**src/rtl/wasm_pkg.sv**
```systemverilog
package wasm_pkg;

  typedef logic [7:0] opcode_t;

  // Control flow
  localparam opcode_t OP_UNREACHABLE = 8'h00;
  localparam opcode_t OP_NOP         = 8'h01;
  localparam opcode_t OP_END         = 8'h0B;

  // Parametric
  localparam opcode_t OP_DROP        = 8'h1A;
  localparam opcode_t OP_SELECT      = 8'h1B;

  // Constants
  localparam opcode_t OP_I32_CONST   = 8'h41;
  localparam opcode_t OP_I64_CONST   = 8'h42;

  // Comparison
  localparam opcode_t OP_I32_EQZ     = 8'h45;
  localparam opcode_t OP_I32_EQ      = 8'h46;
  localparam opcode_t OP_I32_NE      = 8'h47;
  localparam opcode_t OP_I64_EQZ     = 8'h50;
  localparam opcode_t OP_I64_EQ      = 8'h51;
  localparam opcode_t OP_I64_NE      = 8'h52;

  // Numeric
  localparam opcode_t OP_I32_ADD     = 8'h6A;
  localparam opcode_t OP_I32_SUB     = 8'h6B;
  localparam opcode_t OP_I64_ADD     = 8'h7C;
  localparam opcode_t OP_I64_SUB     = 8'h7D;

  typedef enum logic [1:0] {
    VT_I32,
    VT_I64,
    VT_F32,
    VT_F64
  } val_type_t;

  typedef enum logic [3:0] {
    TRAP_NONE,
    TRAP_ENDED,
    TRAP_UNREACHABLE,
    TRAP_UNKNOWN_OPCODE,
    TRAP_TYPE_MISMATCH,
    TRAP_STACK_EMPTY,
    TRAP_STACK_FULL,
    TRAP_ROM_ERROR
  } trap_t;

endpackage

```
**src/rtl/cpu_pkg.sv**
```systemverilog
package cpu_pkg;

  import wasm_pkg::*;

  // Program memory
  localparam int PROG_ADDR_W = 6;
  localparam int PROG_BYTES  = 1 << PROG_ADDR_W;

  typedef logic [PROG_ADDR_W-1:0] prog_addr_t;
  typedef logic [7:0]             prog_byte_t;

  // Opcode byte plus the longest LEB128 immediate
  localparam int FETCH_BYTES   = 11;
  localparam int LEB_MAX_BYTES = FETCH_BYTES - 1;

  typedef logic [8*FETCH_BYTES-1:0] fetch_window_t;
  typedef logic [63:0]              value_t;
  typedef logic [3:0]               leb_len_t;

  // Value stack
  localparam int STACK_DEPTH_W = 4;
  localparam int STACK_DEPTH   = 1 << STACK_DEPTH_W;

  typedef logic [STACK_DEPTH_W:0] stack_ptr_t;

  typedef struct packed {
    val_type_t vtype;
    value_t    value;
  } stack_entry_t;

  typedef enum logic [2:0] {
    STK_NONE,
    STK_PUSH,
    STK_POP,
    STK_REPLACE,
    STK_POP_REPLACE,
    STK_POP2_REPLACE
  } stack_op_t;

  typedef struct packed {
    stack_op_t    op;
    stack_entry_t data;
  } stack_cmd_t;

  typedef struct packed {
    stack_entry_t tos;
    stack_entry_t nos;
    stack_entry_t third;
    stack_ptr_t   count;
  } stack_view_t;

  typedef enum logic [1:0] {
    S_IDLE,
    S_FETCH,
    S_WAIT,
    S_EXEC
  } exec_state_t;

  // APB side
  typedef logic [7:0]  apb_addr_t;
  typedef logic [31:0] apb_data_t;

  // Program bytes sit below the registers
  localparam apb_addr_t REG_CTRL      = 8'h40;
  localparam apb_addr_t REG_STATUS    = 8'h44;
  localparam apb_addr_t REG_RESULT_LO = 8'h48;
  localparam apb_addr_t REG_RESULT_HI = 8'h4C;

  typedef struct packed {
    logic         running;
    trap_t        trap;
    stack_entry_t result;
    logic         empty;
  } core_status_t;

endpackage

```
**src/rtl/leb128_decoder.sv**
```systemverilog
`timescale 1ns/100ps

module leb128_decoder import cpu_pkg::*; (
  input  fetch_window_t window,
  output value_t        value,
  output leb_len_t      len
);

  prog_byte_t group_byte;
  logic       done;

  // Immediate starts at byte 1, byte 0 holds the opcode
  always_comb begin
    value      = '0;
    len        = leb_len_t'(LEB_MAX_BYTES);
    done       = 1'b0;
    group_byte = '0;
    for (int i = 0; i < LEB_MAX_BYTES; i++) begin
      if (!done) begin
        group_byte = window[8*(i+1) +: 8];
        value      = value | (value_t'(group_byte[6:0]) << (7*i));
        if (!group_byte[7]) begin
          done = 1'b1;
          len  = leb_len_t'(i + 1);
          // Sign bit of last group fills everything above it
          if (group_byte[6]) begin
            value = value | ({64{1'b1}} << (7*(i+1)));
          end
        end
      end
    end
  end

endmodule

```
**config.mk**
```make
export PLATFORM = sky130hd
export DESIGN_NAME = leb128_decoder
export DESIGN_NICKNAME = d
export VERILOG_FILES = /design/src/rtl/wasm_pkg.sv /design/src/rtl/cpu_pkg.sv /design/src/rtl/leb128_decoder.sv
export SDC_FILE = /design/constraint.sdc
export NUM_CORES = 1
export LEC_CHECK = 0
export CORE_ASPECT_RATIO = 1.75
export CORE_MARGIN = 5
export CORE_UTILIZATION = 31
export DETAILED_ROUTE_END_ITERATION = 10
export DONT_BUFFER_PORTS = 1
export PLACE_DENSITY_LB_ADDON = 0.08
export SLEW_MARGIN = 5
export SYNTH_ARGS = -nofsm -noshare
export SYNTH_HDL_FRONTEND = slang
export SYNTH_SLANG_ARGS = --single-unit
```
**constraint.sdc**
```tcl
create_clock -name vclk -period 1.9
set_input_delay 0.19 -clock vclk [all_inputs]
set_output_delay 0.19 -clock vclk [all_outputs]
set_load 0.005 [all_outputs]
```
Word level (Yosys, flattened, before mapping)

Cells that the tools add are included.

Muxes and demuxes: 63
Bitwise gates (word level): 9

Operators with widths:

| kind          | number |
|---|---|
| $mux 64       | 27 |
| $mux 4        | 19 |
| $or 64x14->64 | 1 |
| $or 64x21->64 | 1 |
| $or 64x28->64 | 1 |
| $or 64x35->64 | 1 |
| $or 64x42->64 | 1 |
| $or 64x49->64 | 1 |
| $or 64x56->64 | 1 |
| $or 64x63->64 | 1 |
| $or 64x64->64 | 1 |
| $mux 1        | 17 |

Flip-flop bits (word level): 0
Input port bits: 88

Depth between registers and ports, before layout

Word-level depth: 36
Depth in mapped cells: 8
Mapped depth without buffers: 4

Worst setup path before layout

Ideal clock, no wire load.

Path kind: input -> output
Start: input window[15]
End: output value[42]
Arrival time: 1.407 ns
Required time: 1.710 ns
Slack: 0.303 ns
Cell stages on the path: 8
Cell sequence: buf_6 and4_4 buf_6 and2_4 buf_6 a311oi_4 buf_6 nand2_1

Cells in the longest elaborated chain, start to end: 35
Elaborated cells between the ends (all ways): 45
Those cells by class: mux (36); bitwise (9)

Ends and longest elaborated chain:

| item              | RTL line             | text |
|---|---|---|
| from (decl)       | leb128_decoder.sv:4  | `input fetch_window_t window,` |
| $mux 64           | leb128_decoder.sv:22 | `if (!group_byte[7]) begin` |
| $or 64x14->64     | leb128_decoder.sv:21 | `value = value \| (value_t'(group_byte[6:0]) << (7*i));` |
| $mux 64           | leb128_decoder.sv:26 | `if (group_byte[6]) begin` |
| $mux 64           | leb128_decoder.sv:22 |  |
| $mux 64           | leb128_decoder.sv:19 | `if (!done) begin` |
| $or 64x21->64     | leb128_decoder.sv:21 |  |
| $mux 64           | leb128_decoder.sv:26 |  |
| $mux 64           | leb128_decoder.sv:22 |  |
| [... 19 more ...] | n/a                  |  |
| $mux 64           | leb128_decoder.sv:22 |  |
| $mux 64           | leb128_decoder.sv:19 |  |
| $or 64x63->64     | leb128_decoder.sv:21 |  |
| $mux 64           | leb128_decoder.sv:26 |  |
| $mux 64           | leb128_decoder.sv:22 |  |
| $mux 64           | leb128_decoder.sv:19 |  |
| $or 64x64->64     | leb128_decoder.sv:21 |  |
| $mux 64 *         | leb128_decoder.sv:19 |  |
| to (decl)         | leb128_decoder.sv:5  | `output value_t value,` |

Mark *: on every way between the ends. The rest lies on a longest branch, timed or not.

Worst setup path in the final report

Start: input window[23]
End: output value[56]

Cells in the longest elaborated chain, start to end: 32
Elaborated cells between the ends (all ways): 41
Those cells by class: mux (33); bitwise (8)

Ends and longest elaborated chain:

| item              | RTL line |
|---|---|
| $mux 64           | leb128_decoder.sv:22 |
| $mux 64           | leb128_decoder.sv:19 |
| $or 64x21->64     | leb128_decoder.sv:21 |
| $mux 64           | leb128_decoder.sv:26 |
| $mux 64           | leb128_decoder.sv:22 |
| $mux 64           | leb128_decoder.sv:19 |
| $or 64x28->64     | leb128_decoder.sv:21 |
| $mux 64           | leb128_decoder.sv:26 |
| [... 16 more ...] | n/a |
| $mux 64           | leb128_decoder.sv:22 |
| $mux 64           | leb128_decoder.sv:19 |
| $or 64x63->64     | leb128_decoder.sv:21 |
| $mux 64           | leb128_decoder.sv:26 |
| $mux 64           | leb128_decoder.sv:22 |
| $mux 64           | leb128_decoder.sv:19 |
| $or 64x64->64     | leb128_decoder.sv:21 |
| $mux 64 *         | leb128_decoder.sv:19 |

Marks and branches as above.

==> impl_metrics.toml <==
[synth]
syn_area_um2 = 867
avgSynthCellArea_um2 = 5.49
yosysWarnings = 0
ys_types = 27
syn_inst = 158
syn_nets = 246
ys_seq_area_frac = 0

[floorplanning]
dieArea_um2 = 4000
std_cell_rows = 25
design.core.area_um2 = 2690
start_util = 0.322
io_pins = 156
die_w_um = 50.0
die_h_um = 80.0

[critical_path]
path_class = "in2out"
crit_path_max_fanout = 22
cp.arrival_ns = 1.37
cp-startpoint = "window[23]"
critPathLaunchType = "input port"
cp.depth = 5
crit_family = "compound AO/OA/AOI/OAI gates"
crit_end = "value[56]"
critPathMaxStageDelay_ns = 0.31
path_buf_inv = 1
critical_path.cell_chain = "and3_1 -> a32o_1 -> a311oi_4 -> buf_12 -> o21ai_0"
end_kind = "primary output"
required_ns = 1.71
cp_slowest_cell = "a311oi_4"

[placement]
dp_hpwl_um = 2660
post-place-ws_ns = 0.303
port_buffers = 0
place_congestion = 0.638

[power]
p_comb_frac = 1.000
p_sw_frac = 0.616
internal_power_w = 0.0000760
finalPower_w = 0.000198
power_frac_seq = 0
powerDensity_nw_per_um2 = 249
p_clk_frac = 0
peakVddDrop_uv = 83.6
switchingPower_w = 0.000122
power.leakage_nw = 0.398

[global_routing]
grt_max_degree = 23
grt_pass1_vias = 987
grt_pass1_wl_um = 4650
antenna_found_initial = 0
track_usage = 0.133
overflow = 0

[flow_run]
drv_cap = 0

[cells_and_area]
fillCellCount = 312
areaGrowthSynthToFinish_pct = -8.23
layout_commonest_cell = "nand2_1"
multiInputGateArea_um2 = 701
mostFrequentLayoutCells = "nand2_1, a21oi_1, a21o_1, o21ai_1, o21ai_0"
clock_buffers = 0
final_layout_size_suffix_gt1_frac = 0.0709
numSequentialCells = 0
antenna_cells = 0
nNetsFinal = 231
seq_area_um2 = 0

[timing]
setup_tns_ns = 0
fin_crit_ns = 1.56
post-route-period-util = 0.823
timing.fmax_ghz = 0.639
setup_slack_ns = 0.336
slew_violations = 0
rsz0062_at_grt = "no"
max_slew.worst_pin.slew_ns = 0.688
holdWs_ns = 0.380
setup_viol = 0
slew_headroom = 0.537
report.final.hold_viol_count = 0

[clock_network]
ctsHoldBuffers = 0
post-cts-setup-buffers = 0
ctsResizeCount = 0

[routing]
routedWlPerCell_um = 17.8
viasPerCell = 6.07
dr_wl_met2_um = 1590
initialDrtViolationCount = 13
via_count = 1019
wl_met3_um = 437
drc = 0
highest_layer = "met3"
wl_met1_um = 959
wirelength_um = 2990
firstDrtPassIters = 4
postRouteAntennaNets = 0

[min_path]
hp-start = "window[14]"
hp-class = "in2out"

[outcome]
status = "finished, final reports clean"
-- power by group through the flow --
stage	logic (W)	clock network, W	registers, W
3_5_place_dp	0.000203	0	0
3_3_place_gp	0.000200	0	0
4_1_cts	0.000203	0	0
2_1_floorplan	0.000194	0	0
5_1_grt	0.000227	0	0
6_report	0.000198	0	0
-- worst min path at each step --
| stage | end | slack [ns] | cells past startpoint |
|---|---|---|---|
| 2_1_floorplan | value[0] | 0.46 | 1 |
| 3_3_place_gp | value[2] | 0.38 | 0 |
| 3_5_place_dp | value[2] | 0.38 | 0 |
| 4_1_cts | value[2] | 0.38 | 0 |
| 5_1_grt | value[6] | 0.38 | 0 |
| 6_report | value[6] | 0.38 | 0 |
-- Yosys cell counts (all sizes together) --
master	instances	area (µm²)
a21o	14	105
a21oi	25	125
a311oi	1	26.3
a31oi	1	12.5
a32o	1	10.0
and2	3	21.3
and3	2	12.5
and4	1	11.3
buf	14	120
clkbuf	7	27.5
inv	5	18.8
mux2i	1	10.0
nand2	53	199
nand2b	2	12.5
nand3	1	5.00
nand3b	1	7.51
nor2	2	7.51
nor2b	2	12.5
o21ai	20	108
o221ai	1	8.76
or2	1	6.26
-- final cells by class --
class	count	area share
Multi-Input combinational cell	132	0.881
Timing Repair Buffer	4	0.0535
Tap cell	27	0.0425
Inverter	5	0.0236
-- routing by layer --
| metal | vias up | GRT usage |
|---|---|---|
| met3 | 0 | 0.0542 |
| met5 | - | 0 |
| met2 | 83 | 0.253 |
| li1 | 495 | - |
| met1 | 441 | 0.140 |
| met4 | 0 | 0.00262 |
-- stage by stage --
| step | instances | utilization | area, µm² |
|---|---|---|---|
| 4_1_cts | 168 | 0.296 | 796 |
| 3_3_place_gp | 168 | 0.296 | 796 |
| 5_1_grt | 168 | 0.296 | 796 |
| 3_5_place_dp | 168 | 0.296 | 796 |
| 6_report | 168 | 0.296 | 796 |
| 2_1_floorplan | 158 | - | 867 |
-- kinds of logic (layout without fill, tap and decap cells) --
| kind of cell | count (synthesis) | in the layout | synth area share |
|---|---|---|---|
| buf+inv | 26 | 9 | 0.192 |
| simple gates | 68 | 68 | 0.341 |
| mux | 1 | 1 | 0.0115 |
| compound gates | 63 | 63 | 0.456 |
Note: power is estimated with default switching activity, not from simulation.
