==> config.mk <==
export PLATFORM = sky130hd
export DESIGN_NAME = value_stack
export DESIGN_NICKNAME = d
export VERILOG_FILES = /design/src/rtl/wasm_pkg.sv /design/src/rtl/cpu_pkg.sv /design/src/rtl/value_stack.sv
export SDC_FILE = /design/constraint.sdc
export NUM_CORES = 2
export LEC_CHECK = 0
export BUFFER_PORTS_ARGS = -buffer_cell sky130_fd_sc_hd__buf_2
export CAP_MARGIN = 20
export CORE_MARGIN = 10
export CORE_UTILIZATION = 25
export DETAILED_ROUTE_END_ITERATION = 10
export MAX_ROUTING_LAYER = met4
export PLACE_DENSITY_LB_ADDON = 0.3
export SYNTH_ARGS = -nofsm -noshare
export SYNTH_HDL_FRONTEND = slang
export SYNTH_SLANG_ARGS = --single-unit
export TNS_END_PERCENT = 10
==> constraint.sdc <==
create_clock -name clk -period 10.55 [get_ports clk]
set_clock_uncertainty 0.1 [all_clocks]
set_input_delay 1.5825 -clock clk [delete_from_list [all_inputs] [get_ports clk]]
set_output_delay 1.5825 -clock clk [all_outputs]
set_load 0.005 [all_outputs]
==> src/rtl/wasm_pkg.sv <==
package wasm_pkg;

  typedef logic [7:0] opcode_t;

  // Control flow
  localparam opcode_t OP_UNREACHABLE = 8'h00;
  localparam opcode_t OP_NOP         = 8'h01;
  localparam opcode_t OP_END         = 8'h0B;

  // Parametric
  localparam opcode_t OP_DROP        = 8'h1A;
  localparam opcode_t OP_SELECT      = 8'h1B;

  // Constants
  localparam opcode_t OP_I32_CONST   = 8'h41;
  localparam opcode_t OP_I64_CONST   = 8'h42;

  // Comparison
  localparam opcode_t OP_I32_EQZ     = 8'h45;
  localparam opcode_t OP_I32_EQ      = 8'h46;
  localparam opcode_t OP_I32_NE      = 8'h47;
  localparam opcode_t OP_I64_EQZ     = 8'h50;
  localparam opcode_t OP_I64_EQ      = 8'h51;
  localparam opcode_t OP_I64_NE      = 8'h52;

  // Numeric
  localparam opcode_t OP_I32_ADD     = 8'h6A;
  localparam opcode_t OP_I32_SUB     = 8'h6B;
  localparam opcode_t OP_I64_ADD     = 8'h7C;
  localparam opcode_t OP_I64_SUB     = 8'h7D;

  typedef enum logic [1:0] {
    VT_I32,
    VT_I64,
    VT_F32,
    VT_F64
  } val_type_t;

  typedef enum logic [3:0] {
    TRAP_NONE,
    TRAP_ENDED,
    TRAP_UNREACHABLE,
    TRAP_UNKNOWN_OPCODE,
    TRAP_TYPE_MISMATCH,
    TRAP_STACK_EMPTY,
    TRAP_STACK_FULL,
    TRAP_ROM_ERROR
  } trap_t;

endpackage

==> src/rtl/cpu_pkg.sv <==
package cpu_pkg;

  import wasm_pkg::*;

  // Program memory
  localparam int PROG_ADDR_W = 6;
  localparam int PROG_BYTES  = 1 << PROG_ADDR_W;

  typedef logic [PROG_ADDR_W-1:0] prog_addr_t;
  typedef logic [7:0]             prog_byte_t;

  // Opcode byte plus the longest LEB128 immediate
  localparam int FETCH_BYTES   = 11;
  localparam int LEB_MAX_BYTES = FETCH_BYTES - 1;

  typedef logic [8*FETCH_BYTES-1:0] fetch_window_t;
  typedef logic [63:0]              value_t;
  typedef logic [3:0]               leb_len_t;

  // Value stack
  localparam int STACK_DEPTH_W = 4;
  localparam int STACK_DEPTH   = 1 << STACK_DEPTH_W;

  typedef logic [STACK_DEPTH_W:0] stack_ptr_t;

  typedef struct packed {
    val_type_t vtype;
    value_t    value;
  } stack_entry_t;

  typedef enum logic [2:0] {
    STK_NONE,
    STK_PUSH,
    STK_POP,
    STK_REPLACE,
    STK_POP_REPLACE,
    STK_POP2_REPLACE
  } stack_op_t;

  typedef struct packed {
    stack_op_t    op;
    stack_entry_t data;
  } stack_cmd_t;

  typedef struct packed {
    stack_entry_t tos;
    stack_entry_t nos;
    stack_entry_t third;
    stack_ptr_t   count;
  } stack_view_t;

  typedef enum logic [1:0] {
    S_IDLE,
    S_FETCH,
    S_WAIT,
    S_EXEC
  } exec_state_t;

  // APB side
  typedef logic [7:0]  apb_addr_t;
  typedef logic [31:0] apb_data_t;

  // Program bytes sit below the registers
  localparam apb_addr_t REG_CTRL      = 8'h40;
  localparam apb_addr_t REG_STATUS    = 8'h44;
  localparam apb_addr_t REG_RESULT_LO = 8'h48;
  localparam apb_addr_t REG_RESULT_HI = 8'h4C;

  typedef struct packed {
    logic         running;
    trap_t        trap;
    stack_entry_t result;
    logic         empty;
  } core_status_t;

endpackage

==> src/rtl/value_stack.sv <==
`timescale 1ns/100ps

module value_stack import cpu_pkg::*; (
  input  logic        clk,
  input  logic        reset,
  input  logic        clear,
  input  stack_cmd_t  cmd,
  output stack_view_t view
);

  stack_entry_t             mem [STACK_DEPTH];
  stack_ptr_t               count;
  logic [STACK_DEPTH_W-1:0] idx1;
  logic [STACK_DEPTH_W-1:0] idx2;
  logic [STACK_DEPTH_W-1:0] idx3;

  // Slots of the three top entries, wrap when shallow
  assign idx1 = count[STACK_DEPTH_W-1:0] - 1'b1;
  assign idx2 = count[STACK_DEPTH_W-1:0] - 2'd2;
  assign idx3 = count[STACK_DEPTH_W-1:0] - 2'd3;

  always_ff @(posedge clk) begin
    if (reset || clear) begin
      count <= '0;
    end else begin
      case (cmd.op)
        STK_PUSH:                  count <= count + 1'b1;
        STK_POP, STK_POP_REPLACE:  count <= count - 1'b1;
        STK_POP2_REPLACE:          count <= count - 2'd2;
        default: ;
      endcase
    end
  end

  // Result lands where the deepest operand was
  always_ff @(posedge clk) begin
    case (cmd.op)
      STK_PUSH:         mem[count[STACK_DEPTH_W-1:0]] <= cmd.data;
      STK_REPLACE:      mem[idx1] <= cmd.data;
      STK_POP_REPLACE:  mem[idx2] <= cmd.data;
      STK_POP2_REPLACE: mem[idx3] <= cmd.data;
      default: ;
    endcase
  end

  assign view.tos   = mem[idx1];
  assign view.nos   = mem[idx2];
  assign view.third = mem[idx3];
  assign view.count = count;

endmodule

==> Yosys cells after proc, flatten, opt, wreduce, memory -nomap -nowiden <==
Memory sizes are Yosys's and may differ from the RTL's.
Cells that the tools add are included.
W data, S select, Z words.
{ "classes": {"n_reduce_logical": 6, "eq_ne": 5, "add_sub_neg": 6, "muxes": 18} }
{ "op_table": {"columns": ["op", "count"], "rows": [
  ["$mux W66", 3],
  ["$reduce_or A66 Y1", 3],
  ["$pmux W5 S3", 1],
  ["$mux W4", 3],
  ["$mux W1", 11],
  ["$sub A4 B2 Y4 const B", 2],
  ["$eq A3 B2 Y1 const B", 2],
  ["$eq A3 B3 Y1 const B", 2],
  ["$add A5 B1 Y5 const B", 1],
  ["$sub A5 B1 Y5 const B", 1],
  ["$sub A5 B2 Y5 const B", 1],
  ["$sub A4 B1 Y4 const B", 1],
  ["$eq A3 B1 Y1 const B", 1],
  ["$reduce_bool A3 Y1", 1],
  ["$reduce_or A2 Y1", 1],
  ["$logic_or A1 B1 Y1", 1]
]} }
{ "totals": {"memories": 1, "in_bits": 72, "word_cells": 37, "ram_bits": 1056, "register_bits": 5, "out_inout_bits": 203} }
{ "memory_table": {"columns": ["name", "words", "word_bits", "rd", "rd_clocked_by_memory_dff", "wr", "line_no", "rtl"], "rows": [
  ["mem", 16, 66, 3, 0, 1, "value_stack.sv:11", "stack_entry_t mem [STACK_DEPTH];"]
]} }

==> Depth between registers and ports, before layout <==
{ "logic_depth": {"ltp_word": 7, "depth_mapped": 13, "depth_no_buf": 9} }

==> Worst setup path before layout <==
No wires, ideal clock.
{ "synth_path": {"path_kind": "input-to-reg", "from": "input cmd[68] in the netlist's numbering", "to": "memory mem[9][0] in the netlist's numbering (enable)", "setup_time_ns": 0.571, "slack_ns": 2.681, "required_ns": 9.879, "stages": 7, "t_arrival_ns": 7.198, "n_path_buf": 2, "path_cell_list": "clkbuf_1 > clkbuf_1 > nand2_1 > or3_1 > a21oi_1 > a41oi_1 > nor3_1"} }
{ "synth_via": {"elab_chain_cells": 7, "word_cells_on_any_way": 21, "cone_classes": "eq/ne (4); mux (14); reduce/logical (3)"} }
{ "synth_rtl": {"columns": ["item", "line_no", "rtl"], "rows": [
  ["start: declaration", "value_stack.sv:7", "input stack_cmd_t cmd,"],
  ["$eq A3 B2 Y1", "value_stack.sv:37", "case (cmd.op)"],
  ["$mux W1", "value_stack.sv:37", null],
  ["$mux W1 (not written as such)", "value_stack.sv:39", "STK_REPLACE: mem[idx1] <= cmd.data;"],
  ["$reduce_or A66 Y1 (no source line)", null, null],
  ["$mux W4 (no source line) / $mux W1 (equally long branches) (3 in a row)", null, null],
  ["end: declaration", "value_stack.sv:11", null]
]} }
Parallel ways exist; a longest one is shown, timed or not.

==> results.txt <==
Worst Hold End: count[4]
Peak VDD IR: 0.160 mV
Hold Path Origin: count[4]
Total die area: 242000 µm²
Initial DRC count: 2948
Count of final setup violators: 0
Pwr Total: 0.0110 W
Die span in y: 491 µm
Post-Place Cells: 5893
R2R Setup Slk: 5.59 ns
M1 WL: 68400 µm
Final RePlAce weighted congestion: 0.721
DRC viols: 0
FF-to-FF path depth: 8
Min-delay worst type: flop to flop
I/O Pins: 275
Hold_buf cts: 0
Max-cap viol count: 0
Layout cell share with drive strength beyond 1: 0.403
Root Driver: clkbuf_16
Final Hold Fails: 0
CTS tree: done
FF+latch count, synth: 1061
Commonest cells after routing, fill and taps aside: edfxtp_1 (1056), mux4_2 (726), buf_2 (274)
Layout fillers: 21700
Post-synth EDFFs: 1056
Grt total ovfl: 0
H-Tree Depth: 4
Element type at the critical path end: primary output
Met2 wire len: 86700 µm
Worst slew pin tran: 1.07 ns
Critical path type: flop to primary output
Multi-input gate area: 22700 µm²
CTS Buf Count: 131
Gr usage total: 0.142
First-pass GRT wire length: 244000 µm
Syn avg cell area: 19.4 µm²
CTS max path bufs: 3
RSZ-0062 raised after global routing: no
Max-slew violations: 0
HPWL after DPL: 95700 µm
Area grow syn2layout: 16.1%
Layout net count: 3150
Port-buffer cells: 274
Hold path depth: 1
Syn Nets: 2940
Cell Pwr Density: 171 nW/µm²
Clock transition at path regs: 0.06 ns
Crit path arrival time: 4.87 ns
Antenna violations before repair: 27
Antenna viol nets, final: 0
Via-to-Cell Ratio: 5.15
Worst Path Required: 8.87 ns
Drt pass-1 iters: 5
Vias in the first global route: 32900
Initial core utilization: 0.252
Register area: 31800 µm²
Period minus WS final: 6.55 ns
Setup tns final: 0 ns
Site Rows: 172
Final std cells w/o fill: 6146
Met3 WL: 10000 µm
Drt total wl: 171000 µm
Post-CTS sizing: 0
Core Region: 220000 µm²
Max FO, Critical Path: 138
Uppermost layer routed: met4
Reg-to-Reg End: mem[3][11]
Max Clk Rate: 153 MHz
CTS Sinks: 1061
Postcts setup bufs: 0
Worst R2R Start: count[1]
Post-Syn Instances: 2859
Status: complete, no violations
Startpoint types: flop
Most common cell after layout, fill and taps aside: edfxtp_1
Rel. slew slack: 0.289
Pleak: 18.7 nW
Via count: 31600
FFs w/ async S/R, synth: 0
Sequential area share after synthesis: 0.573
Drt wl/cell: 27.9 µm
Largest net degree at the start of global routing: 139
Unique masters post-synth: 54
Final period util: 0.621
Clock Latency Late Sink: 0.78 ns
Synth warn: 0
Most common flop cell mapped by yosys: edfxtp_1
Synth Cell Area: 55600 µm²
Die Wd: 491 µm
critical path, stage by stage (launching register included):
cell and delay [ns]:
dfxtp_4 0.65, inv_1 0.30, ha_4 0.93, buf_12 0.57
mux4_2 0.40, nor2b_1 0.15, a211oi_1 0.34, a21oi_1 0.15
buf_2 0.20
how the worst max path moves through the flow:
stage / start / endpoint / slack, ns / depth (start not counted)
5_1_grt: count[0] / view[156] / 3.59 / 8
4_1_cts: count[0] / view[65] / 3.64 / 8
2_1_floorplan: cmd[68] / mem[9][0] / 2.68 / 7
3_3_place_gp: count[0] / view[70] / 4.54 / 8
6_report: count[1] / view[68] / 4.00 / 8
3_5_place_dp: count[0] / view[65] / 4.52 / 8
final cells by class:
type / count / area share
Clock inverter: 71 / 0.00921
Tap cell: 2958 / 0.0574
Sequential cell: 1061 / 0.493
Antenna cell: 19 / 0.000737
Clock buffer: 162 / 0.0543
Inverter: 7 / 0.000407
Timing Repair Buffer: 340 / 0.0332
Multi-Input combinational cell: 1528 / 0.352
layer usage:
layer / GRT usage / up-vias
li1: - / 13000
met1: 0.169 / 17300
met2: 0.235 / 1103
met3: 0.0293 / 285
met4: 0.0554 / 0
met5: - / -
sequential cells by signal, indices dropped and copies added, names as in the netlist:
register,count
count,5
mem,1056
cell families (layout without fill, tap and decap cells):
| group | count (synthesis) | after routing | share of synthesized area |
|---|---|---|---|
| AOI/OAI and AO/OA | 324 | 324 | 0.0367 |
| xor gates and xnor gates | 11 | 11 | 0.00187 |
| adders and majority gates | 10 | 10 | 0.00234 |
| buffers and inverters | 270 | 580 | 0.0236 |
| DFF | 1061 | 1061 | 0.573 |
| muxes | 993 | 993 | 0.342 |
| other | 0 | 19 | 0 |
| and+or+nand+nor | 190 | 190 | 0.0206 |
synthesized netlist by cell type, drive strengths merged, types with 4 or more instances:
cell / instances / area, µm²
nor2: 13 / 48.8
buf: 138 / 816
ha: 8 / 100
clkbuf: 125 / 469
dfxtp: 5 / 100
a21oi: 154 / 771
nor3b: 4 / 30.0
nand2b: 5 / 31.3
xnor2: 7 / 61.3
edfxtp: 1056 / 31700
nor3: 10 / 50.1
nor2b: 69 / 432
inv: 7 / 26.3
a211oi: 133 / 998
mux2i: 267 / 2670
and2: 68 / 425
o21ai: 11 / 55.1
nand2: 5 / 18.8
nand3: 4 / 20.0
xor2: 4 / 42.6
mux4: 726 / 16400
metrics by stage:
stage                      util  area, µm²  hold WS (ns)  worst slack, ns
final                     0.293      64500         0.509             4.00
after global routing      0.293      64500         0.558             3.59
after CTS                 0.292      64400         0.502             3.64
after detailed placement  0.274      60300         0.485             4.52
after global placement    0.274      60300         0.481             4.54
after floorplan               -      55600         0.458             2.68
report_power, final:
group          switching (W)  internal, W  leakage (nW)
Clock                0.00181      0.00251          2.01
Combinational        0.00110     0.000799          7.08
Sequential         0.0000413      0.00474          9.58
Total                0.00296      0.00805          18.7
No activity file was read; power rests on OpenSTA's default activity.
