<file path="config.mk">
export PLATFORM = sky130hd
export DESIGN_NAME = exec_core
export DESIGN_NICKNAME = d
export VERILOG_FILES = /design/src/rtl/wasm_pkg.sv /design/src/rtl/cpu_pkg.sv /design/src/rtl/exec_core.sv
export SDC_FILE = /design/constraint.sdc
export NUM_CORES = 1
export LEC_CHECK = 0
export BUFFER_PORTS_ARGS = -buffer_cell sky130_fd_sc_hd__buf_4
export CORE_AREA = 2 2 200 202
export DETAILED_ROUTE_END_ITERATION = 6
export DIE_AREA = 0 0 202 204
export PLACE_DENSITY_LB_ADDON = 0.08
export SETUP_SLACK_MARGIN = 0.3
export SKIP_LAST_GASP = 1
export SYNTH_ARGS = -nofsm -noshare
export SYNTH_HDL_FRONTEND = slang
export SYNTH_SLANG_ARGS = --single-unit
</file>
<file path="constraint.sdc">
create_clock -name clk -period 17.8 [get_ports clk]
set_input_delay 3.56 -clock clk [delete_from_list [all_inputs] [get_ports clk]]
set_output_delay 3.56 -clock clk [all_outputs]
set_load 0.01 [all_outputs]
</file>
<file path="src/rtl/wasm_pkg.sv">
package wasm_pkg;

  typedef logic [7:0] opcode_t;

  // Control flow
  localparam opcode_t OP_UNREACHABLE = 8'h00;
  localparam opcode_t OP_NOP         = 8'h01;
  localparam opcode_t OP_END         = 8'h0B;

  // Parametric
  localparam opcode_t OP_DROP        = 8'h1A;
  localparam opcode_t OP_SELECT      = 8'h1B;

  // Constants
  localparam opcode_t OP_I32_CONST   = 8'h41;
  localparam opcode_t OP_I64_CONST   = 8'h42;

  // Comparison
  localparam opcode_t OP_I32_EQZ     = 8'h45;
  localparam opcode_t OP_I32_EQ      = 8'h46;
  localparam opcode_t OP_I32_NE      = 8'h47;
  localparam opcode_t OP_I64_EQZ     = 8'h50;
  localparam opcode_t OP_I64_EQ      = 8'h51;
  localparam opcode_t OP_I64_NE      = 8'h52;

  // Numeric
  localparam opcode_t OP_I32_ADD     = 8'h6A;
  localparam opcode_t OP_I32_SUB     = 8'h6B;
  localparam opcode_t OP_I64_ADD     = 8'h7C;
  localparam opcode_t OP_I64_SUB     = 8'h7D;

  typedef enum logic [1:0] {
    VT_I32,
    VT_I64,
    VT_F32,
    VT_F64
  } val_type_t;

  typedef enum logic [3:0] {
    TRAP_NONE,
    TRAP_ENDED,
    TRAP_UNREACHABLE,
    TRAP_UNKNOWN_OPCODE,
    TRAP_TYPE_MISMATCH,
    TRAP_STACK_EMPTY,
    TRAP_STACK_FULL,
    TRAP_ROM_ERROR
  } trap_t;

endpackage

</file>
<file path="src/rtl/cpu_pkg.sv">
package cpu_pkg;

  import wasm_pkg::*;

  // Program memory
  localparam int PROG_ADDR_W = 6;
  localparam int PROG_BYTES  = 1 << PROG_ADDR_W;

  typedef logic [PROG_ADDR_W-1:0] prog_addr_t;
  typedef logic [7:0]             prog_byte_t;

  // Opcode byte plus the longest LEB128 immediate
  localparam int FETCH_BYTES   = 11;
  localparam int LEB_MAX_BYTES = FETCH_BYTES - 1;

  typedef logic [8*FETCH_BYTES-1:0] fetch_window_t;
  typedef logic [63:0]              value_t;
  typedef logic [3:0]               leb_len_t;

  // Value stack
  localparam int STACK_DEPTH_W = 4;
  localparam int STACK_DEPTH   = 1 << STACK_DEPTH_W;

  typedef logic [STACK_DEPTH_W:0] stack_ptr_t;

  typedef struct packed {
    val_type_t vtype;
    value_t    value;
  } stack_entry_t;

  typedef enum logic [2:0] {
    STK_NONE,
    STK_PUSH,
    STK_POP,
    STK_REPLACE,
    STK_POP_REPLACE,
    STK_POP2_REPLACE
  } stack_op_t;

  typedef struct packed {
    stack_op_t    op;
    stack_entry_t data;
  } stack_cmd_t;

  typedef struct packed {
    stack_entry_t tos;
    stack_entry_t nos;
    stack_entry_t third;
    stack_ptr_t   count;
  } stack_view_t;

  typedef enum logic [1:0] {
    S_IDLE,
    S_FETCH,
    S_WAIT,
    S_EXEC
  } exec_state_t;

  // APB side
  typedef logic [7:0]  apb_addr_t;
  typedef logic [31:0] apb_data_t;

  // Program bytes sit below the registers
  localparam apb_addr_t REG_CTRL      = 8'h40;
  localparam apb_addr_t REG_STATUS    = 8'h44;
  localparam apb_addr_t REG_RESULT_LO = 8'h48;
  localparam apb_addr_t REG_RESULT_HI = 8'h4C;

  typedef struct packed {
    logic         running;
    trap_t        trap;
    stack_entry_t result;
    logic         empty;
  } core_status_t;

endpackage

</file>
<file path="src/rtl/exec_core.sv">
`timescale 1ns/100ps

module exec_core import wasm_pkg::*; import cpu_pkg::*; (
  input  logic          clk,
  input  logic          reset,
  input  logic          start,
  output logic          fetch_req,
  output prog_addr_t    fetch_addr,
  input  logic          fetch_gnt,
  input  fetch_window_t fetch_window,
  input  logic          rom_error,
  input  value_t        imm,
  input  leb_len_t      imm_len,
  output stack_cmd_t    stack_cmd,
  output logic          stack_clear,
  input  stack_view_t   view,
  output core_status_t  status
);

  exec_state_t  state;
  prog_addr_t   pc;
  logic         running;
  trap_t        trap;

  opcode_t      opcode;
  logic         wide;
  val_type_t    want;
  value_t       ua;
  value_t       ub;
  value_t       sum;
  value_t       diff;
  trap_t        exec_trap;
  stack_op_t    cmd_op;
  stack_entry_t res;
  prog_addr_t   pc_step;

  assign opcode      = fetch_window[7:0];
  assign fetch_req   = state == S_FETCH;
  assign fetch_addr  = pc;
  assign stack_clear = start;

  // a is the second entry, b the top; i32 keeps only the low word
  always_comb begin
    wide = opcode inside {OP_I64_CONST, OP_I64_EQZ, OP_I64_EQ, OP_I64_NE,
                          OP_I64_ADD, OP_I64_SUB};
    want = wide ? VT_I64 : VT_I32;
    ua   = wide ? view.nos.value : {32'd0, view.nos.value[31:0]};
    ub   = wide ? view.tos.value : {32'd0, view.tos.value[31:0]};
    sum  = ua + ub;
    diff = ua - ub;
  end

  // Decode and checks, only acted on in S_EXEC
  always_comb begin
    exec_trap = TRAP_NONE;
    cmd_op    = STK_NONE;
    res.vtype = VT_I32;
    res.value = '0;
    pc_step   = prog_addr_t'(1);
    if (rom_error) begin
      exec_trap = TRAP_ROM_ERROR;
    end else begin
      case (opcode)
        OP_UNREACHABLE: exec_trap = TRAP_UNREACHABLE;
        OP_NOP: ;
        // No call stack, so end always halts
        OP_END: exec_trap = TRAP_ENDED;
        OP_DROP: begin
          if (view.count == '0)
            exec_trap = TRAP_STACK_EMPTY;
          else
            cmd_op = STK_POP;
        end
        OP_SELECT: begin
          res = (view.tos.value[31:0] != '0) ? view.third : view.nos;
          if (view.count < 3)
            exec_trap = TRAP_STACK_EMPTY;
          else if (view.tos.vtype != VT_I32 || view.nos.vtype != view.third.vtype)
            exec_trap = TRAP_TYPE_MISMATCH;
          else
            cmd_op = STK_POP2_REPLACE;
        end
        OP_I32_CONST, OP_I64_CONST: begin
          pc_step   = PROG_ADDR_W'(imm_len) + 1'b1;
          res.vtype = want;
          res.value = wide ? imm : {32'd0, imm[31:0]};
          if (view.count == STACK_DEPTH)
            exec_trap = TRAP_STACK_FULL;
          else
            cmd_op = STK_PUSH;
        end
        OP_I32_EQZ, OP_I64_EQZ: begin
          res.value = {63'd0, ub == '0};
          if (view.count == '0)
            exec_trap = TRAP_STACK_EMPTY;
          else if (view.tos.vtype != want)
            exec_trap = TRAP_TYPE_MISMATCH;
          else
            cmd_op = STK_REPLACE;
        end
        OP_I32_EQ, OP_I32_NE, OP_I64_EQ, OP_I64_NE,
        OP_I32_ADD, OP_I32_SUB, OP_I64_ADD, OP_I64_SUB: begin
          case (opcode)
            OP_I32_EQ, OP_I64_EQ: res.value = {63'd0, ua == ub};
            OP_I32_NE, OP_I64_NE: res.value = {63'd0, ua != ub};
            OP_I32_ADD, OP_I64_ADD: begin
              res.vtype = want;
              res.value = wide ? sum : {32'd0, sum[31:0]};
            end
            default: begin
              res.vtype = want;
              res.value = wide ? diff : {32'd0, diff[31:0]};
            end
          endcase
          if (view.count < 2)
            exec_trap = TRAP_STACK_EMPTY;
          else if (view.tos.vtype != want || view.nos.vtype != want)
            exec_trap = TRAP_TYPE_MISMATCH;
          else
            cmd_op = STK_POP_REPLACE;
        end
        default: exec_trap = TRAP_UNKNOWN_OPCODE;
      endcase
    end
  end

  always_ff @(posedge clk) begin
    if (reset) begin
      state   <= S_IDLE;
      pc      <= '0;
      running <= 1'b0;
      trap    <= TRAP_NONE;
    end else if (start) begin
      state   <= S_FETCH;
      pc      <= '0;
      running <= 1'b1;
      trap    <= TRAP_NONE;
    end else begin
      case (state)
        S_FETCH: if (fetch_gnt) state <= S_WAIT;
        S_WAIT:  state <= S_EXEC;
        S_EXEC: begin
          if (exec_trap != TRAP_NONE) begin
            trap    <= exec_trap;
            running <= 1'b0;
            state   <= S_IDLE;
          end else begin
            pc    <= pc + pc_step;
            state <= S_FETCH;
          end
        end
        default: ;
      endcase
    end
  end

  // Stack update lands on the edge into the next fetch
  assign stack_cmd.op   = (state == S_EXEC) ? cmd_op : STK_NONE;
  assign stack_cmd.data = res;

  assign status.running = running;
  assign status.trap    = trap;
  assign status.result  = view.tos;
  assign status.empty   = view.count == '0;

endmodule

</file>
[Word level (Yosys, flattened, before mapping)]
Index checks and enable logic that the tools add are counted.
W data, S select, Z words.
Storage, ports and cells
  word-level logic and storage cells: 107
  input bits: 364
  flip-flop bits (word level): 13
Operators by class
  order comparisons: 2
  equality and inequality tests: 27
  reduce and logical (&&, ||, !) cells: 26
  $add $sub $neg: 4
  muxes and demuxes: 42
  bitwise operators: 1
Operator list (count)
  $mux W64: 5
  $pmux W64 S4: 1
  $pmux W64 S3: 1
  $mux W66: 2
  $eq A8 B7 Y1 const B: 12
  $add A64 B64 Y64: 1
  $eq A64 B64 Y1: 1
  $logic_not A64 Y1: 1
  $ne A64 B64 Y1: 1
  $sub A64 B64 Y64: 1
  $mux W3: 16
  $reduce_bool A32 Y1: 1
  $pmux W3 S8: 1
  $eq A8 B5 Y1 const B: 2
  $pmux W3 S5: 1
  $pmux W2 S3: 2
  $reduce_or A2 Y1: 6
  $lt A5 B2 Y1 const B: 2
  $mux W5: 2
  $reduce_and A2 Y1: 5
  $eq A8 B1 Y1 const B: 1
  $eq A8 B4 Y1 const B: 1
  $logic_not A8 Y1: 1
  $mux W1: 8
  other kinds (19): 27

[Logic depth before layout (Yosys ltp)]
  depth in word-level cells: 13
  depth in mapped cells: 20

[Least setup slack after synthesis]
No wires, ideal clock.
  path kind: input to output
  from: in fetch_window[2]
  to: out stack_cmd[52] (netlist bit)
  stages on the path: 17
  data required time: 14.240 ns
  setup slack: 6.599 ns
  arrival time: 7.641 ns
  path through: buf_2 or3_1 o21ai_2 clkbuf_1 buf_1 nand2_1 ha_1 buf_2 nand3_1 or4_1 or4_1 o211ai_2 a211oi_2 or3_1 a21oi_1 nor3_1 a21oi_1
RTL lines
  start, declared: RTL line exec_core.sv:10  | input fetch_window_t fetch_window,
  end, declared: RTL line exec_core.sv:14  | output stack_cmd_t stack_cmd,

==> results.txt <==
Status: finished, final reports clean
Top cells by area, synth: ha_1 (13%), a21oi_1 (9.0%), nor2_1 (6.3%), nand2_1 (5.0%), buf_4 (4.4%)
Filler cells: 4364
Top post-synthesis cells by count: a21oi_1 (224), nor2_1 (208), nand2_1 (166), ha_1 (132), inv_1 (127)
Share of cells above drive strength 1: 24.0%
H-tree lvl count: 1
Remaining Overflow, GRT: 0
RSZ-0062 raised after global routing: false
Setup CP Type: input pin to primary output
Area delta synth->final: 24.9%
Sequential cell area fraction in the yosys report: 1.93%
Clock share of power: 9.7%
Slowest cell on the critical path: nor3_1
Power Density: 26.0 nW/um^2
EDFF count, synth: 0
Final setup vio count: 0
Die area: 41200 um^2
Global-route wire length before repair: 92500 um
Sw power: 0.000207 W
Placeable Area: 39200 um^2
Area after DPL: 15500 um^2
Clock Skew: 0.00159 ns
Syn nets: 2434
CP cell instances: buf_4, nor2b_1, a21oi_2, o21ai_4, buf_4, nand2_1, ha_1, inv_1, o311ai_0, a21oi_1, a31oi_1, nor3_1, o41ai_4, a2111oi_2, o41ai_2, xnor2_1, nor2_1, o31a_1, buf_4
Die X-Extent: 202 um
Post-synthesis sequential element count: 12
Tmin final: 12.89 ns
CP max stage delay: 0.57 ns
Slew @ Worst Pin: 1.24 ns
GPL Wtd Cong: 0.967
Yosys warnings: 0
Cells after Synth: 1935
Row cnt: 73
Final instance area: 15600 um^2
Post-CTS Repair Setup Buffers: 0
Fin Setup TNS: 0 ns
Clock slew at reported path FFs: 0.04 ns
Antenna fix cells: 0
Combinational share of power: 83.5%
Synthesized area per cell: 6.44 um^2
Area share of the largest cell type after synthesis: 13.3%
Fin crit share: 72.4%
1st-iter DRT viols: 1432
Post-CTS Hold Fix Bufs: 0
# IOs: 513
CTS root buf: clkbuf_16
Port Buffer Count: 431
TritonCTS Buffers: 3
GRT Util Overall: 28.4%
Post-synthesis cell area: 12500 um^2
Final net count: 2695
DR vias: 16.0k
Sw frac: 51.2%
CTS max path bufs: 2
Hold crit path type: flip-flop to flip-flop
Most frequent cell after synthesis: a21oi_1
DRT Pass-1 Iters: 7
Antenna violations before repair: 0
CP Capture Type: primary output
Post-synth top area cell: ha_1
Initial Util: 31.8%
Final hold violation count: 0
Ys async rst share: 0%
Post-CTS sizing: 0
Fmax: 77.6 MHz
Slew headroom: 17.0%
CP startpoint kind: input pin
Vias in the first global route: 15.5k
Clk_lat worst skew: 0.23 ns
Critical-path maximum fanout: 57
Maximum vdd drop: 0.0265 mV
Die Y: 204 um
Cell mode on critical path: buf_4
Drt wl/cell: 22.9 um
Main synth FF type: dfxtp_1
Slew Limit Fails: 0
Detailed Route WL: 62200 um
Sequential power share: 6.9%
Int Pwr: 0.000197 W
Final HPWL DP: 50400 um
Drt drc: 0
Vias per cell: 5.89
Distinct cells, synth: 92
Crit path required time: 14.24 ns
Worst endpoint data arrival time: 9.33 ns
Max capacitance violation total: 0
Leak: 7.14 nW
DRT antenna net count: 0
TritonCTS clock tree: yes
Largest net degree at the start of global routing: 58
Clk sinks: 12
-- power groups by stage --
stage               combinational [W]  clock (W)  sequential, W
floorplan                    0.000198          0      0.0000281
global placement             0.000331          0      0.0000282
detailed placement           0.000332          0      0.0000282
global route                 0.000364  0.0000415      0.0000278
finish                       0.000338  0.0000392      0.0000278
CTS                          0.000334  0.0000403      0.0000278
-- registers in the layout (all words and copies together), names as in the netlist --
signal / flops
running: 1
trap: 3
state: 2
fetch_addr: 6
-- critical path, delay by kind of cell --
kind	cells	cell delay, ns
xor+xnor	1	0.15
buf+inv	4	1.09
fa+ha+maj	1	0.51
compound gates	9	2.54
simple gates	4	1.41
-- metrics by stage --
stage	std cells	power (W)	setup slack, ns	util (%)	hold WS (ns)
floorplan	1935	0.000226	6.60	-	0.452
global placement	2716	0.000360	5.13	39.5	0.460
detailed placement	2716	0.000360	5.15	39.5	0.463
CTS	2719	0.000402	5.10	39.7	0.467
global route	2719	0.000434	4.69	39.7	0.490
finish	2719	0.000405	4.91	39.7	0.466
-- final timing paths --
check,start,slack [ns],cells past startpoint,to
min,trap[2],0.47,2,trap[2]
max,fetch_window[7],4.91,19,stack_cmd[62]
max reg2reg,fetch_addr[0],16.09,9,fetch_addr[4]
min reg2reg,trap[2],0.47,2,trap[2]
-- cell usage in the layout (no fill, tap or decap), types with 27 or more instances in the layout --
| master | netlist | layout |
|---|---|---|
| nor4_1 | 43 | 43 |
| o21ai_0 | 107 | 107 |
| inv_1 | 127 | 127 |
| xnor2_1 | 53 | 53 |
| nand3_1 | 44 | 43 |
| o21bai_1 | 35 | 35 |
| buf_4 | 73 | 447 |
| nand2_1 | 166 | 166 |
| a21oi_1 | 224 | 223 |
| and2_1 | 36 | 36 |
| nand4_1 | 32 | 32 |
| ha_1 | 132 | 132 |
| nor3_1 | 40 | 40 |
| mux2i_1 | 51 | 51 |
| nor2_1 | 208 | 202 |
| a31oi_1 | 27 | 27 |
-- layer usage --
layer	GRT usage [%]	routed length, um	vias up
met5	0	0	-
met2	49.8	29500	625
li1	-	-	7591
met3	1.31	3270	77
met4	4.91	1310	0
met1	39.0	28200	7732
-- cells by family after synthesis --
kind of cell             after synthesis  share of synthesized area [%]
adder cells (fa/ha/maj)              135                           13.7
buffers and inverters                321                           12.2
AND/OR/NAND/NOR                      662                           25.8
XOR/XNOR                              60                           4.22
other                                  1                         0.0301
multiplexers                          77                           6.45
AO/OA/AOI/OAI                        667                           35.7
flip-flops                            12                           1.93
-- final cells by class --
class	instances	area, um^2	share of cell area [%]
Multi-Input combinational cell	1602	10800	69.1
Timing Repair Buffer	447	3360	21.6
Tap cell	525	657	4.22
Inverter	130	488	3.13
Sequential cell	12	240	1.54
Clock buffer	3	75.1	0.482
(Power assumes the default switching activity.)
